$ cat config.mk
export PLATFORM = sky130hd
export DESIGN_NAME = stream_pe_top
export DESIGN_NICKNAME = d
export VERILOG_FILES = /design/src/verilog/stream_pe_pkg.sv /design/src/verilog/col_ctrl_if.sv /design/src/verilog/config_table.sv /design/src/verilog/ctrl_decode.sv /design/src/verilog/delay_pipe.sv /design/src/verilog/pe_column.sv /design/src/verilog/stream_result.sv /design/src/verilog/stream_pe_top.sv
export VERILOG_INCLUDE_DIRS = /design/src /design/src/verilog
export SDC_FILE = /design/constraint.sdc
export NUM_CORES = 2
export LEC_CHECK = 0
export ABC_AREA = 0
export BUFFER_PORTS_ARGS = -buffer_cell sky130_fd_sc_hd__buf_4
export CAP_MARGIN = 5
export CORE_MARGIN = 5
export CORE_UTILIZATION = 55
export DETAILED_ROUTE_END_ITERATION = 8
export GPL_TIMING_DRIVEN = 1
export PLACE_DENSITY = 0.74
export SYNTH_ARGS = -nofsm -noshare
export SYNTH_HDL_FRONTEND = slang
export SYNTH_SLANG_ARGS = --single-unit
$ cat constraint.sdc
create_clock -name clk -period 6.3 [get_ports clk]
set_clock_uncertainty 0.2 [all_clocks]
set_input_delay 0.315 -clock clk [delete_from_list [all_inputs] [get_ports clk]]
set_output_delay 0.315 -clock clk [all_outputs]
set_load 0.01 [all_outputs]
$ cat src/verilog/stream_pe_macros.svh
`ifndef STREAM_PE_MACROS_SVH
`define STREAM_PE_MACROS_SVH

// datapath width of one phit
`define PHIT_W 32

// processing-element columns in the chain
`define NUM_COL 3

// configuration table geometry
`define CFG_DEPTH 16
`define CFG_AW 4

// per-column register file geometry
`define RF_DEPTH 16
`define RF_AW 4

// item counter width, wraps at 256
`define ITR_W 8

`endif

$ cat src/verilog/stream_pe_pkg.sv
`default_nettype none

`include "stream_pe_macros.svh"

package stream_pe_pkg;

    // alu opcode, all arithmetic wraps modulo 2^32
    typedef enum logic [1:0] {
        OP_PASS = 2'd0,
        OP_ADD  = 2'd1,
        OP_XOR  = 2'd2,
        OP_SUB  = 2'd3
    } pe_op_t;

    // source of operand b
    typedef enum logic [1:0] {
        SEL_IMM     = 2'd0,
        SEL_INBOUND = 2'd1,
        SEL_RF      = 2'd2,
        SEL_ITR     = 2'd3
    } opb_sel_t;

    // one column's control word, 9 bits
    typedef struct packed {
        pe_op_t             op;
        opb_sel_t           opb_sel;
        logic               wen;
        logic [`RF_AW-1:0]  rf_addr;
    } col_ctrl_t;

    // full table entry, one control word and one immediate per column
    typedef struct packed {
        col_ctrl_t [`NUM_COL-1:0]          ctrl;
        logic [`NUM_COL-1:0][`PHIT_W-1:0]  imm;
    } cfg_entry_t;

endpackage

`default_nettype wire

$ cat src/verilog/col_ctrl_if.sv
`default_nettype none

`include "stream_pe_macros.svh"

// link between two pipeline stages
interface col_ctrl_if;

    // produced by the upstream stage
    logic                       valid;
    logic [`PHIT_W-1:0]         data;
    logic [`PHIT_W-1:0]         inbound;
    logic [`ITR_W-1:0]          itr;

    // config of the downstream column, filled in by the top level
    stream_pe_pkg::col_ctrl_t   ctrl;
    logic [`PHIT_W-1:0]         imm;

    modport src (
        output valid,
        output data,
        output inbound,
        output itr
    );

    modport dst (
        input valid,
        input data,
        input inbound,
        input itr,
        input ctrl,
        input imm
    );

endinterface

`default_nettype wire

$ cat src/verilog/config_table.sv
`default_nettype none

`include "stream_pe_macros.svh"

module config_table (
    input  wire logic                       clk,
    input  wire logic [`CFG_AW-1:0]         wr_addr,
    input  wire logic [`NUM_COL-1:0]        wr_col_en,
    input  wire stream_pe_pkg::col_ctrl_t   wr_ctrl,
    input  wire logic [`PHIT_W-1:0]         wr_imm,
    input  wire logic [`CFG_AW-1:0]         rd_addr,
    output stream_pe_pkg::cfg_entry_t       rd_entry
);

    // one control array and one immediate array per column
    stream_pe_pkg::col_ctrl_t   ctrl_mem [`NUM_COL][`CFG_DEPTH];
    logic [`PHIT_W-1:0]         imm_mem  [`NUM_COL][`CFG_DEPTH];

    // writes land on the edge, a read on the same edge still sees the old entry
    always_ff @(posedge clk) begin
        for (int c = 0; c < `NUM_COL; c++) begin
            if (wr_col_en[c]) begin
                ctrl_mem[c][wr_addr] <= wr_ctrl;
                imm_mem[c][wr_addr]  <= wr_imm;
            end
        end
    end

    // registered read, entry lines up with the decoded phit
    always_ff @(posedge clk) begin
        for (int c = 0; c < `NUM_COL; c++) begin
            rd_entry.ctrl[c] <= ctrl_mem[c][rd_addr];
            rd_entry.imm[c]  <= imm_mem[c][rd_addr];
        end
    end

    // host must present a real address with any column enable
    a_wr_addr_known: assert property (
        @(posedge clk) (|wr_col_en) |-> !$isunknown(wr_addr)
    ) else $error("config_table write with unknown address");

endmodule

`default_nettype wire

$ cat src/verilog/ctrl_decode.sv
`default_nettype none

`include "stream_pe_macros.svh"

module ctrl_decode (
    input  wire logic                               clk,
    input  wire logic                               rst_n,
    input  wire logic                               in_valid,
    input  wire logic [`PHIT_W-1:0]                 stream_in,
    input  wire logic [`PHIT_W-1:0]                 inbound,
    input  wire logic [`CFG_AW-1:0]                 rd_addr,
    input  wire stream_pe_pkg::cfg_entry_t          rd_entry,
    col_ctrl_if.src                                 stage0,
    output stream_pe_pkg::col_ctrl_t [`NUM_COL-1:0] entry_ctrl,
    output logic [`NUM_COL-1:0][`PHIT_W-1:0]        entry_imm,
    output logic [`CFG_AW-1:0]                      entry_idx
);

    logic [`ITR_W-1:0] item_cnt;

    // valid and the item counter
    always_ff @(posedge clk) begin
        if (!rst_n) begin
            stage0.valid <= 1'b0;
            item_cnt     <= '0;
        end else begin
            stage0.valid <= in_valid;
            if (in_valid) begin
                item_cnt <= item_cnt + `ITR_W'(1);
            end
        end
    end

    // phit payload sampled alongside the table read
    always_ff @(posedge clk) begin
        stage0.data    <= stream_in;
        stage0.inbound <= inbound;
        // tag with the count before it advances
        stage0.itr     <= item_cnt;
        entry_idx      <= rd_addr;
    end

    // unpack the entry into per-column fields
    always_comb begin
        for (int c = 0; c < `NUM_COL; c++) begin
            entry_ctrl[c] = rd_entry.ctrl[c];
            entry_imm[c]  = rd_entry.imm[c];
        end
    end

endmodule

`default_nettype wire

$ cat src/verilog/delay_pipe.sv
`default_nettype none

module delay_pipe #(
    parameter type payload_t = logic,
    parameter int  DEPTH     = 1
) (
    input  wire logic   clk,
    input  wire logic   rst_n,
    input  wire payload_t d,
    output payload_t    q
);

    if (DEPTH == 0) begin : g_wire
        // no delay needed for the first column
        assign q = d;
    end else begin : g_regs
        payload_t pipe_q [DEPTH];

        always_ff @(posedge clk) begin
            if (!rst_n) begin
                for (int i = 0; i < DEPTH; i++) begin
                    pipe_q[i] <= '0;
                end
            end else begin
                pipe_q[0] <= d;
                for (int i = 1; i < DEPTH; i++) begin
                    pipe_q[i] <= pipe_q[i-1];
                end
            end
        end

        // oldest stage
        assign q = pipe_q[DEPTH-1];
    end

endmodule

`default_nettype wire

$ cat src/verilog/pe_column.sv
`default_nettype none

`include "stream_pe_macros.svh"

module pe_column (
    input  wire logic   clk,
    input  wire logic   rst_n,
    col_ctrl_if.dst     up,
    col_ctrl_if.src     dn
);

    logic [`PHIT_W-1:0] rf [`RF_DEPTH];
    logic [`PHIT_W-1:0] rf_word;
    logic [`PHIT_W-1:0] opb;
    logic [`PHIT_W-1:0] result;

    // same address for read and write, read sees the old word
    assign rf_word = rf[up.ctrl.rf_addr];

    // operand b mux
    always_comb begin
        unique case (up.ctrl.opb_sel)
            stream_pe_pkg::SEL_IMM:     opb = up.imm;
            stream_pe_pkg::SEL_INBOUND: opb = up.inbound;
            stream_pe_pkg::SEL_RF:      opb = rf_word;
            stream_pe_pkg::SEL_ITR:     opb = {{(`PHIT_W - `ITR_W){1'b0}}, up.itr};
            default:                    opb = '0;
        endcase
    end

    // alu, operand a is the incoming data
    always_comb begin
        unique case (up.ctrl.op)
            stream_pe_pkg::OP_PASS: result = up.data;
            stream_pe_pkg::OP_ADD:  result = up.data + opb;
            stream_pe_pkg::OP_XOR:  result = up.data ^ opb;
            stream_pe_pkg::OP_SUB:  result = up.data - opb;
            default:                result = up.data;
        endcase
    end

    // valid bit and register file
    always_ff @(posedge clk) begin
        if (!rst_n) begin
            dn.valid <= 1'b0;
            for (int r = 0; r < `RF_DEPTH; r++) begin
                rf[r] <= '0;
            end
        end else begin
            dn.valid <= up.valid;
            if (up.valid && up.ctrl.wen) begin
                rf[up.ctrl.rf_addr] <= result;
            end
        end
    end

    // payload to the next stage
    always_ff @(posedge clk) begin
        dn.data    <= result;
        dn.inbound <= up.inbound;
        dn.itr     <= up.itr;
    end

    // delayed table control must be settled when an item reaches this column
    a_ctrl_known: assert property (
        @(posedge clk) disable iff (!rst_n)
        up.valid |-> !$isunknown(up.ctrl)
    ) else $error("pe_column got a valid item with unknown control");

endmodule

`default_nettype wire

$ cat src/verilog/stream_result.sv
`default_nettype none

`include "stream_pe_macros.svh"

module stream_result (
    input  wire logic                       clk,
    input  wire logic                       rst_n,
    col_ctrl_if.dst                         last,
    input  wire logic [`CFG_AW-1:0]         entry_idx,
    output logic                            out_valid,
    output logic [`PHIT_W-1:0]              stream_out,
    output logic [`ITR_W+`CFG_AW-1:0]       rd_data_state
);

    // strobe and state word
    always_ff @(posedge clk) begin
        if (!rst_n) begin
            out_valid     <= 1'b0;
            rd_data_state <= '0;
        end else begin
            out_valid <= last.valid;
            // count in the upper bits and the entry below
            if (last.valid) begin
                rd_data_state <= {last.itr, entry_idx};
            end
        end
    end

    // output data holds its last value while idle
    always_ff @(posedge clk) begin
        if (last.valid) begin
            stream_out <= last.data;
        end
    end

    // a delivered item carries known data and state
    a_out_known: assert property (
        @(posedge clk) disable iff (!rst_n)
        out_valid |-> !$isunknown({stream_out, rd_data_state})
    ) else $error("stream_result delivered an unknown output");

endmodule

`default_nettype wire

$ cat src/verilog/stream_pe_top.sv
`default_nettype none

`include "stream_pe_macros.svh"

module stream_pe_top (
    input  wire logic                       clk,
    input  wire logic                       rst_n,
    input  wire logic                       in_valid,
    input  wire logic [`PHIT_W-1:0]         stream_in,
    input  wire logic [`PHIT_W-1:0]         inbound,
    input  wire logic [`CFG_AW-1:0]         rd_addr,
    input  wire logic [`CFG_AW-1:0]         wr_addr,
    input  wire logic [`NUM_COL-1:0]        wr_col_en,
    input  wire stream_pe_pkg::col_ctrl_t   wr_ctrl,
    input  wire logic [`PHIT_W-1:0]         wr_imm,
    output logic                            out_valid,
    output logic [`PHIT_W-1:0]              stream_out,
    output logic [`ITR_W+`CFG_AW-1:0]       rd_data_state
);

    // control word and immediate of one column, delayed together
    typedef struct packed {
        stream_pe_pkg::col_ctrl_t   ctrl;
        logic [`PHIT_W-1:0]         imm;
    } col_cfg_t;

    stream_pe_pkg::cfg_entry_t              rd_entry;
    stream_pe_pkg::col_ctrl_t [`NUM_COL-1:0] entry_ctrl;
    logic [`NUM_COL-1:0][`PHIT_W-1:0]       entry_imm;
    logic [`CFG_AW-1:0]                     entry_idx;
    logic [`CFG_AW-1:0]                     entry_idx_d;
    col_cfg_t [`NUM_COL-1:0]                cfg_now;
    col_cfg_t [`NUM_COL-1:0]                cfg_aligned;

    col_ctrl_if link [`NUM_COL+1] ();

    config_table u_config_table (
        .clk(clk), .wr_addr(wr_addr), .wr_col_en(wr_col_en), .wr_ctrl(wr_ctrl),
        .wr_imm(wr_imm), .rd_addr(rd_addr), .rd_entry(rd_entry)
    );

    ctrl_decode u_ctrl_decode (
        .clk(clk), .rst_n(rst_n), .in_valid(in_valid), .stream_in(stream_in),
        .inbound(inbound), .rd_addr(rd_addr), .rd_entry(rd_entry), .stage0(link[0]),
        .entry_ctrl(entry_ctrl), .entry_imm(entry_imm), .entry_idx(entry_idx)
    );

    for (genvar k = 0; k < `NUM_COL; k++) begin : g_col
        assign cfg_now[k] = {entry_ctrl[k], entry_imm[k]};

        // column k sees its item k cycles after decode
        delay_pipe #(.payload_t(col_cfg_t), .DEPTH(k)) u_cfg_pipe (
            .clk(clk), .rst_n(rst_n), .d(cfg_now[k]), .q(cfg_aligned[k])
        );

        assign link[k].ctrl = cfg_aligned[k].ctrl;
        assign link[k].imm  = cfg_aligned[k].imm;

        pe_column u_pe (.clk(clk), .rst_n(rst_n), .up(link[k]), .dn(link[k+1]));
    end

    // no column reads the last link's config
    assign link[`NUM_COL].ctrl = '0;
    assign link[`NUM_COL].imm  = '0;

    delay_pipe #(.payload_t(logic [`CFG_AW-1:0]), .DEPTH(`NUM_COL)) u_idx_pipe (
        .clk(clk), .rst_n(rst_n), .d(entry_idx), .q(entry_idx_d)
    );

    stream_result u_result (
        .clk(clk), .rst_n(rst_n), .last(link[`NUM_COL]), .entry_idx(entry_idx_d),
        .out_valid(out_valid), .stream_out(stream_out), .rd_data_state(rd_data_state)
    );

endmodule

`default_nettype wire

; Word level (Yosys, flattened, before mapping)
; Memory sizes are Yosys's and may differ from the RTL's. A register that Yosys moved wholly into a read port is not among the register bits.
; Index checks and enable logic that the tools add are counted.
[word_totals]
regBits = 440
ramBits = 3639
in_bits = 119
out_inout_bits = 45
elab_cells = 160
n_memories = 8
[memory_table]
columns = name, depth, word_bits, rd, rd_clocked_by_memory_dff, write_ports, line_no
row1 = u_config_table.imm_mem, 3, 512, 3, 0, 3, config_table.sv:17  ; logic [`PHIT_W-1:0] imm_mem [`NUM_COL][`CFG_DEPTH];
row2 = g_col[0].u_pe.rf, 16, 32, 1, 1, 16, pe_column.sv:12  ; logic [`PHIT_W-1:0] rf [`RF_DEPTH];
row3 = g_col[1].u_pe.rf, 16, 32, 1, 0, 16, pe_column.sv:12
row4 = g_col[2].u_pe.rf, 16, 32, 1, 0, 16, pe_column.sv:12
row5 = u_config_table.ctrl_mem, 3, 144, 3, 0, 3, config_table.sv:16  ; stream_pe_pkg::col_ctrl_t ctrl_mem [`NUM_COL][`CFG_DEPTH];
row6 = g_col[2].u_cfg_pipe.g_regs.pipe_q, 2, 41, 2, 0, 2, delay_pipe.sv:17  ; payload_t pipe_q [DEPTH];
row7 = 2 more memories, --, --, --, --, --, --
[op_classes]
addsub = 7
order_cmp = 3
eq_ne = 18
muxes = 64
n_bitwise = 10
reduce_logical = 15
[op_table]
columns = cell, count
row1 = 2-to-1 mux 512 bit, 3
row2 = one-hot mux 32 bit (4 select lines), 6
row3 = 2-to-1 mux 144 bit, 3
row4 = binary-select mux 32 bit (select 4 bit), 3
row5 = 2-to-1 mux 32 bit, 10
row6 = demux 32 bit (select 4 bit), 1
row7 = 2-to-1 mux 41 bit, 3
row8 = binary-select mux 9 bit (select 4 bit), 3
row9 = adder 32 bit, 3
row10 = OR reduction 32 bit, 3
row11 = subtractor 32 bit, 3
row12 = XOR 32 bit, 3
row13 = 2-to-1 mux 9 bit, 7
row14 = OR reduction 41 bit, 1
row15 = demux 9 bit (select 4 bit), 1
row16 = "== test 2 bit, second input constant", 12
row17 = 2-to-1 mux 4 bit, 6
row18 = 2-to-1 mux 1 bit, 18
row19 = "== test 2 x 1 -> 1 bit, second input constant", 6
row20 = zero test 2 bit, 6
row21 = ">= comparator 5 bit, second input constant", 2
row22 = inverter 4 -> 5 bit, 2
row23 = "adder 8 x 1 -> 8 bit, second input constant", 1
row24 = "less-than comparator 5 x 1 -> 1 bit, second input constant", 1
row25 = 3 further kinds, 10

; Logic depth before layout (Yosys ltp)
; An unclocked memory read counts as a cell.
[depth]
ltp_word = 7
mapped_depth = 28
ltp_nobuf = 22

; By module
; From an unflattened synthesis, not the netlist that was laid out.
[hier_totals]
hier_cells = 10257
hier_area_um2 = 165717.7
[by_module_without_submodules]
columns = mod, n_inst, cells_per_inst, area_per_inst_um2, seq_area_each_um2
row1 = pe_column, 3, 2128, 26924.6, 16836.1
row2 = config_table, 1, 3192, 76223.1, 61559.0
row3 = ctrl_decode, 1, 238, 2830.2, 1701.6
row4 = delay_pipe (g_col[2].u_cfg_pipe), 1, 213, 2605.0, 1641.6
row5 = stream_result, 1, 73, 1458.9, 1221.2
row6 = delay_pipe (g_col[1].u_cfg_pipe), 1, 86, 1148.6, 820.8
row7 = delay_pipe (u_idx_pipe), 1, 29, 366.6, 240.2
row8 = delay_pipe (g_col[0].u_cfg_pipe), 1, 41, 307.8, 0.0
row9 = stream_pe_top, 1, 1, 3.8, 0.0

; Worst setup path before layout
; OpenSTA, ideal clock, no wires.
[synth_path]
kind = reg2reg
start = mem g_col[2].u_cfg_pipe.g_regs.pipe_q[0][73] in the netlist's numbering
end = mem g_col[2].u_pe.rf[0][29] in the netlist's numbering, data pin
setup_time_ps = 266
arrival_ps = 6510
required_ps = 5834
setup_slack_ps = -676
path_stages_with_launch = 26
path_buffers = 5
period_less_slack_ps = 6976
cell_sequence = dfxtp_1 > buf_6 > buf_12 > buf_2 > buf_2 > mux4_2 > mux4_2 > a21oi_1 > nand3_2 > nor3_4 > nand2_1 > nor3_1 > a21oi_1 > xnor2_1 > ha_1 > a21oi_1 > nor2b_1 > a221o_1 > a31oi_1 > a21bo_2 > o31a_1 > nand2b_1 > a2111o_1 > a41oi_1 > clkbuf_1 > nor2_1
[synth_rtl]
columns = item, line_no
row1 = from (decl), delay_pipe.sv:17
row2 = to (decl), pe_column.sv:12

==> summary.md <==
| Metric | Value |
|---|---|
| Tightest Hold Check Type | `primary input to flip-flop` |
| Final Hold Slack | `0.05703 ns` |
| Sw Ratio | `27.73%` |
| Crit path from | `g_col[2].u_cfg_pipe.g_regs.pipe_q[0][73]` |
| Core area | `296300 sq um` |
| Clock Sinks | `4079` |
| Synth area leader | `edfxtp_1` |
| Final setup fails | `199` |
| Pwr dens | `356.6 nW/um^2` |
| Mapped Avg Cell Area | `17.09 sq um` |
| Mapped Nets | `9776` |
| Critical Path RT | `6.77 ns` |
| Async set-or-reset flop fraction in the synthesized netlist | `0%` |
| Vias/cell | `6.422` |
| Clk pwr share | `34.4%` |
| Slew Limit Headroom | `13.88%` |
| M3 GR Usage | `7.092%` |
| Worst r2r src | `g_col[2].u_cfg_pipe.g_regs.pipe_q[0][73]` |
| Routed vias | `96320` |
| IO Count | `164` |
| Inserted Clock Buffers | `399` |
| Post-synth top cells | `3536 x edfxtp_1, 1742 x nor2_1, 1014 x mux4_2, 543 x dfxtp_1, 453 x clkbuf_1` |
| Area added between synthesis and finish | `18.38%` |
| Die Y-Extent | `555.1 um` |
| Comb power frac | `20.4%` |
| Detail Placement HPWL | `271.5 mm` |
| Pin count of the biggest net entering global routing | `144` |
| Multi-input logic area | `45480 sq um` |
| Synthesized area | `163400 sq um` |
| Setup CP Type | `flip-flop to flip-flop` |
| Fin crit period | `6.644 ns` |
| Placed cells | `13910` |
| Clk pin slew, worst setup/hold paths | `0.07 ns` |
| Top_reg_cell synth | `edfxtp_1` |
| Gpl congestion | `0.9671` |
| Outcome | `finished, violations left` |
| Final count of pins violating max slew | `0` |
| DR iter-0 viols | `14030` |
| GRT Util Overall | `30.63%` |
| DRT Pass-1 Iters | `6` |
| Failing checks | `negative setup slack` |
| Die Wd | `555.1 um` |
| Reg area | `117100 sq um` |
| Worst-Margin Slew | `1.287 ns` |
| Max_cap viols | `0` |
| DIE AREA | `308100 sq um` |
| Fillers | `19560` |
| Leakage | `68.90 nW` |
| Met2 Track Usage GR | `48.07%` |
| Top cell type's share of synthesized area | `64.98%` |
| Later-pin clock latency in the skew report | `0.96 ns` |
| Register area share after synthesis | `71.64%` |
| Routed Antenna Nets | `0` |
| First-pass GRT wire length | `680.7 mm` |
| Seq cells post-synth | `4079` |
| Maximum clock path buffer count | `4` |
| Port Buffers | `163` |
| Initial Util | `55.15%` |
| Layout Nets | `10910` |
| NetSw | `19.13 mW` |
| Reg2reg setup slack | `-0.34 ns` |
| Post-Synthesis Cells | `9560` |
| Setup crit start kind | `flip-flop` |
| Most numerous cell in the Yosys netlist | `edfxtp_1` |
| Min-Delay Startpoint | `wr_addr[0]` |
| CTS root buf | `clkbuf_16` |
| Site row count | `200` |
| Peak supply drop | `262.4 uV` |
| Synth unique cells | `90` |
| Vias in the first global route | `96940` |
| Busiest grt layer | `met2` |
| Routed length per instance | `31.92 um` |
| Final Hold Viols | `0` |
| TritonCTS clock tree | `done` |
| Synth top area cells | `edfxtp_1 65%, mux4_2 14%, dfxtp_1 6.7%` |
| Drc violations | `0` |
| Initial antenna violation count | `51` |
| Final period util | `105.5%` |
| Yosys warning total | `0` |
| Layout cells sized above 1 | `29.28%` |
| Power Internal | `49.86 mW` |
| Post-route non-filler standard cell count | `15000` |
| Reg power frac | `45.2%` |
| Final wirelength | `478.9 mm` |
| Critical Path AT | `7.11 ns` |
| Crit Path Max Fanout | `7` |
| Grt total ovfl | `0` |
| Met1 Track Usage GR | `41.81%` |
| Final setup margin | `-0.3445 ns` |
| RSZ-0062 raised after global routing | `yes` |
| Max Clock Freq | `0.1505 GHz` |
| CP endpoint kind | `flip-flop` |
| EDFF count, synth | `3536` |
| Htree depth | `5` |
## per-layer routing
metal,wire (um),up-vias
met3,57300,1188
met1,171300,49160
met4,23960,30
met2,226100,6965
met5,188,-
li1,-,38980
## layout make-up
| cell class | count | area share, % |
|---|---|---|
| inverter | 144 | 0.2794 |
| clock buffer | 568 | 5.808 |
| timing repair buffer | 1341 | 6.363 |
| tap | 3939 | 2.548 |
| multi-input combinational | 4724 | 23.51 |
| antenna | 21 | 0.02717 |
| clock inverter | 184 | 0.9270 |
| sequential | 4079 | 60.53 |
## cells by family (layout without fill, tap and decap cells)
| family | count (synthesis) | after routing | synth area share (%) |
|---|---|---|---|
| xor gates and xnor gates | 248 | 248 | 1.329 |
| AOI/OAI and AO/OA | 656 | 656 | 2.605 |
| buffers and inverters | 760 | 2237 | 1.905 |
| other | 0 | 21 | 0 |
| and+or+nand+nor | 2536 | 2537 | 6.549 |
| DFF | 4079 | 4079 | 71.64 |
| adders and majority gates | 97 | 97 | 0.7566 |
| muxes | 1184 | 1186 | 15.22 |
## registers in the layout, indices dropped and copies added (netlist names), 64 cells and up
| register | flops |
|---|---|
| u_config_table.rd_entry | 123 |
| g_col.u_pe.dn.data | 96 |
| g_col.u_pe.rf | 1536 |
| u_config_table.ctrl_mem | 432 |
| g_col.u_pe.dn.inbound | 64 |
| u_config_table.imm_mem | 1536 |
| g_col.u_cfg_pipe.g_regs.pipe_q | 123 |
## critical path, cell delays in order (launching register included)
cell       delay, ns
dfxtp_4         0.43
buf_12          0.16
mux4_1          0.56
mux4_2          0.54
a222oi_1        0.50
buf_4           0.22
nand4bb_4       0.14
nor3_4          0.34
buf_4           0.18
nand3_2         0.08
nor2_2          0.14
a21oi_1         0.09
xnor2_1         0.14
ha_1            0.31
a21o_1          0.19
a2111oi_2       0.20
o21ai_1         0.11
a31o_2          0.24
a21bo_2         0.24
o31a_1          0.30
nand2b_4        0.17
buf_4           0.13
xor2_1          0.14
a21oi_2         0.15
buf_6           0.15
bufbuf_16       0.26
nor2_1          0.04
## power by group through the flow
stage	Sequential [mW]	Combinational, mW	Clock (mW)
2_1_floorplan	31.3	6.58	0
3_3_place_gp	31.7	11.8	0
3_5_place_dp	31.7	12.0	0
4_1_cts	31.2	12.8	23.9
5_1_grt	31.2	14.8	25.2
6_report	31.2	14.1	23.7
## through the flow
step | setup slack, ns | TNS, ns | area (sq um) | util (%) | power, mW
after global placement | -0.9673 | -162.89 | 175000 | 59.07 | 43.50
after global routing | -0.4722 | -68.91 | 193400 | 65.27 | 71.21
after detailed placement | -0.9564 | -207.43 | 175000 | 59.07 | 43.73
final | -0.3445 | -26.42 | 193400 | 65.28 | 68.98
after floorplan | -0.1007 | -1.525 | 163500 | - | 37.90
after CTS | -0.2468 | -13.23 | 191200 | 64.54 | 67.89
## layout by cell type, fill, tap and decap left out, types with 106 or more instances in the layout
cell and n:
a21oi_1 141, and2_1 155, buf_4 989, clkbuf_1 115
clkbuf_16 418, dfxtp_1 527, dlygate4sd3_1 180, edfxtp_1 3536
inv_1 133, mux2i_1 125, mux4_2 1018, nand2_1 291
nor2_1 1584, nor2_4 106, xnor2_1 116, xor2_1 130
## what timing repair did
item / 4_1_cts / 5_1_grt
pin swaps: 55 / 177
hold endpoints to repair: 2197 / 0
gates resized for setup: 155 / 380
hold buffers: 180 / 0
endpoints found under the setup margin: 642 / 732
cloned: 14 / 14
setup buffers: 49 / 70
## path summary, 6_finish.rpt
path,depth (start not counted),end
max reg2reg,26,g_col[2].u_pe.rf[3][27]
min reg2reg,0,g_col[0].u_pe.dn.itr[2]
min,4,u_config_table.ctrl_mem[0][152]
max,26,g_col[2].u_pe.rf[3][27]
(Power assumes the default switching activity.)
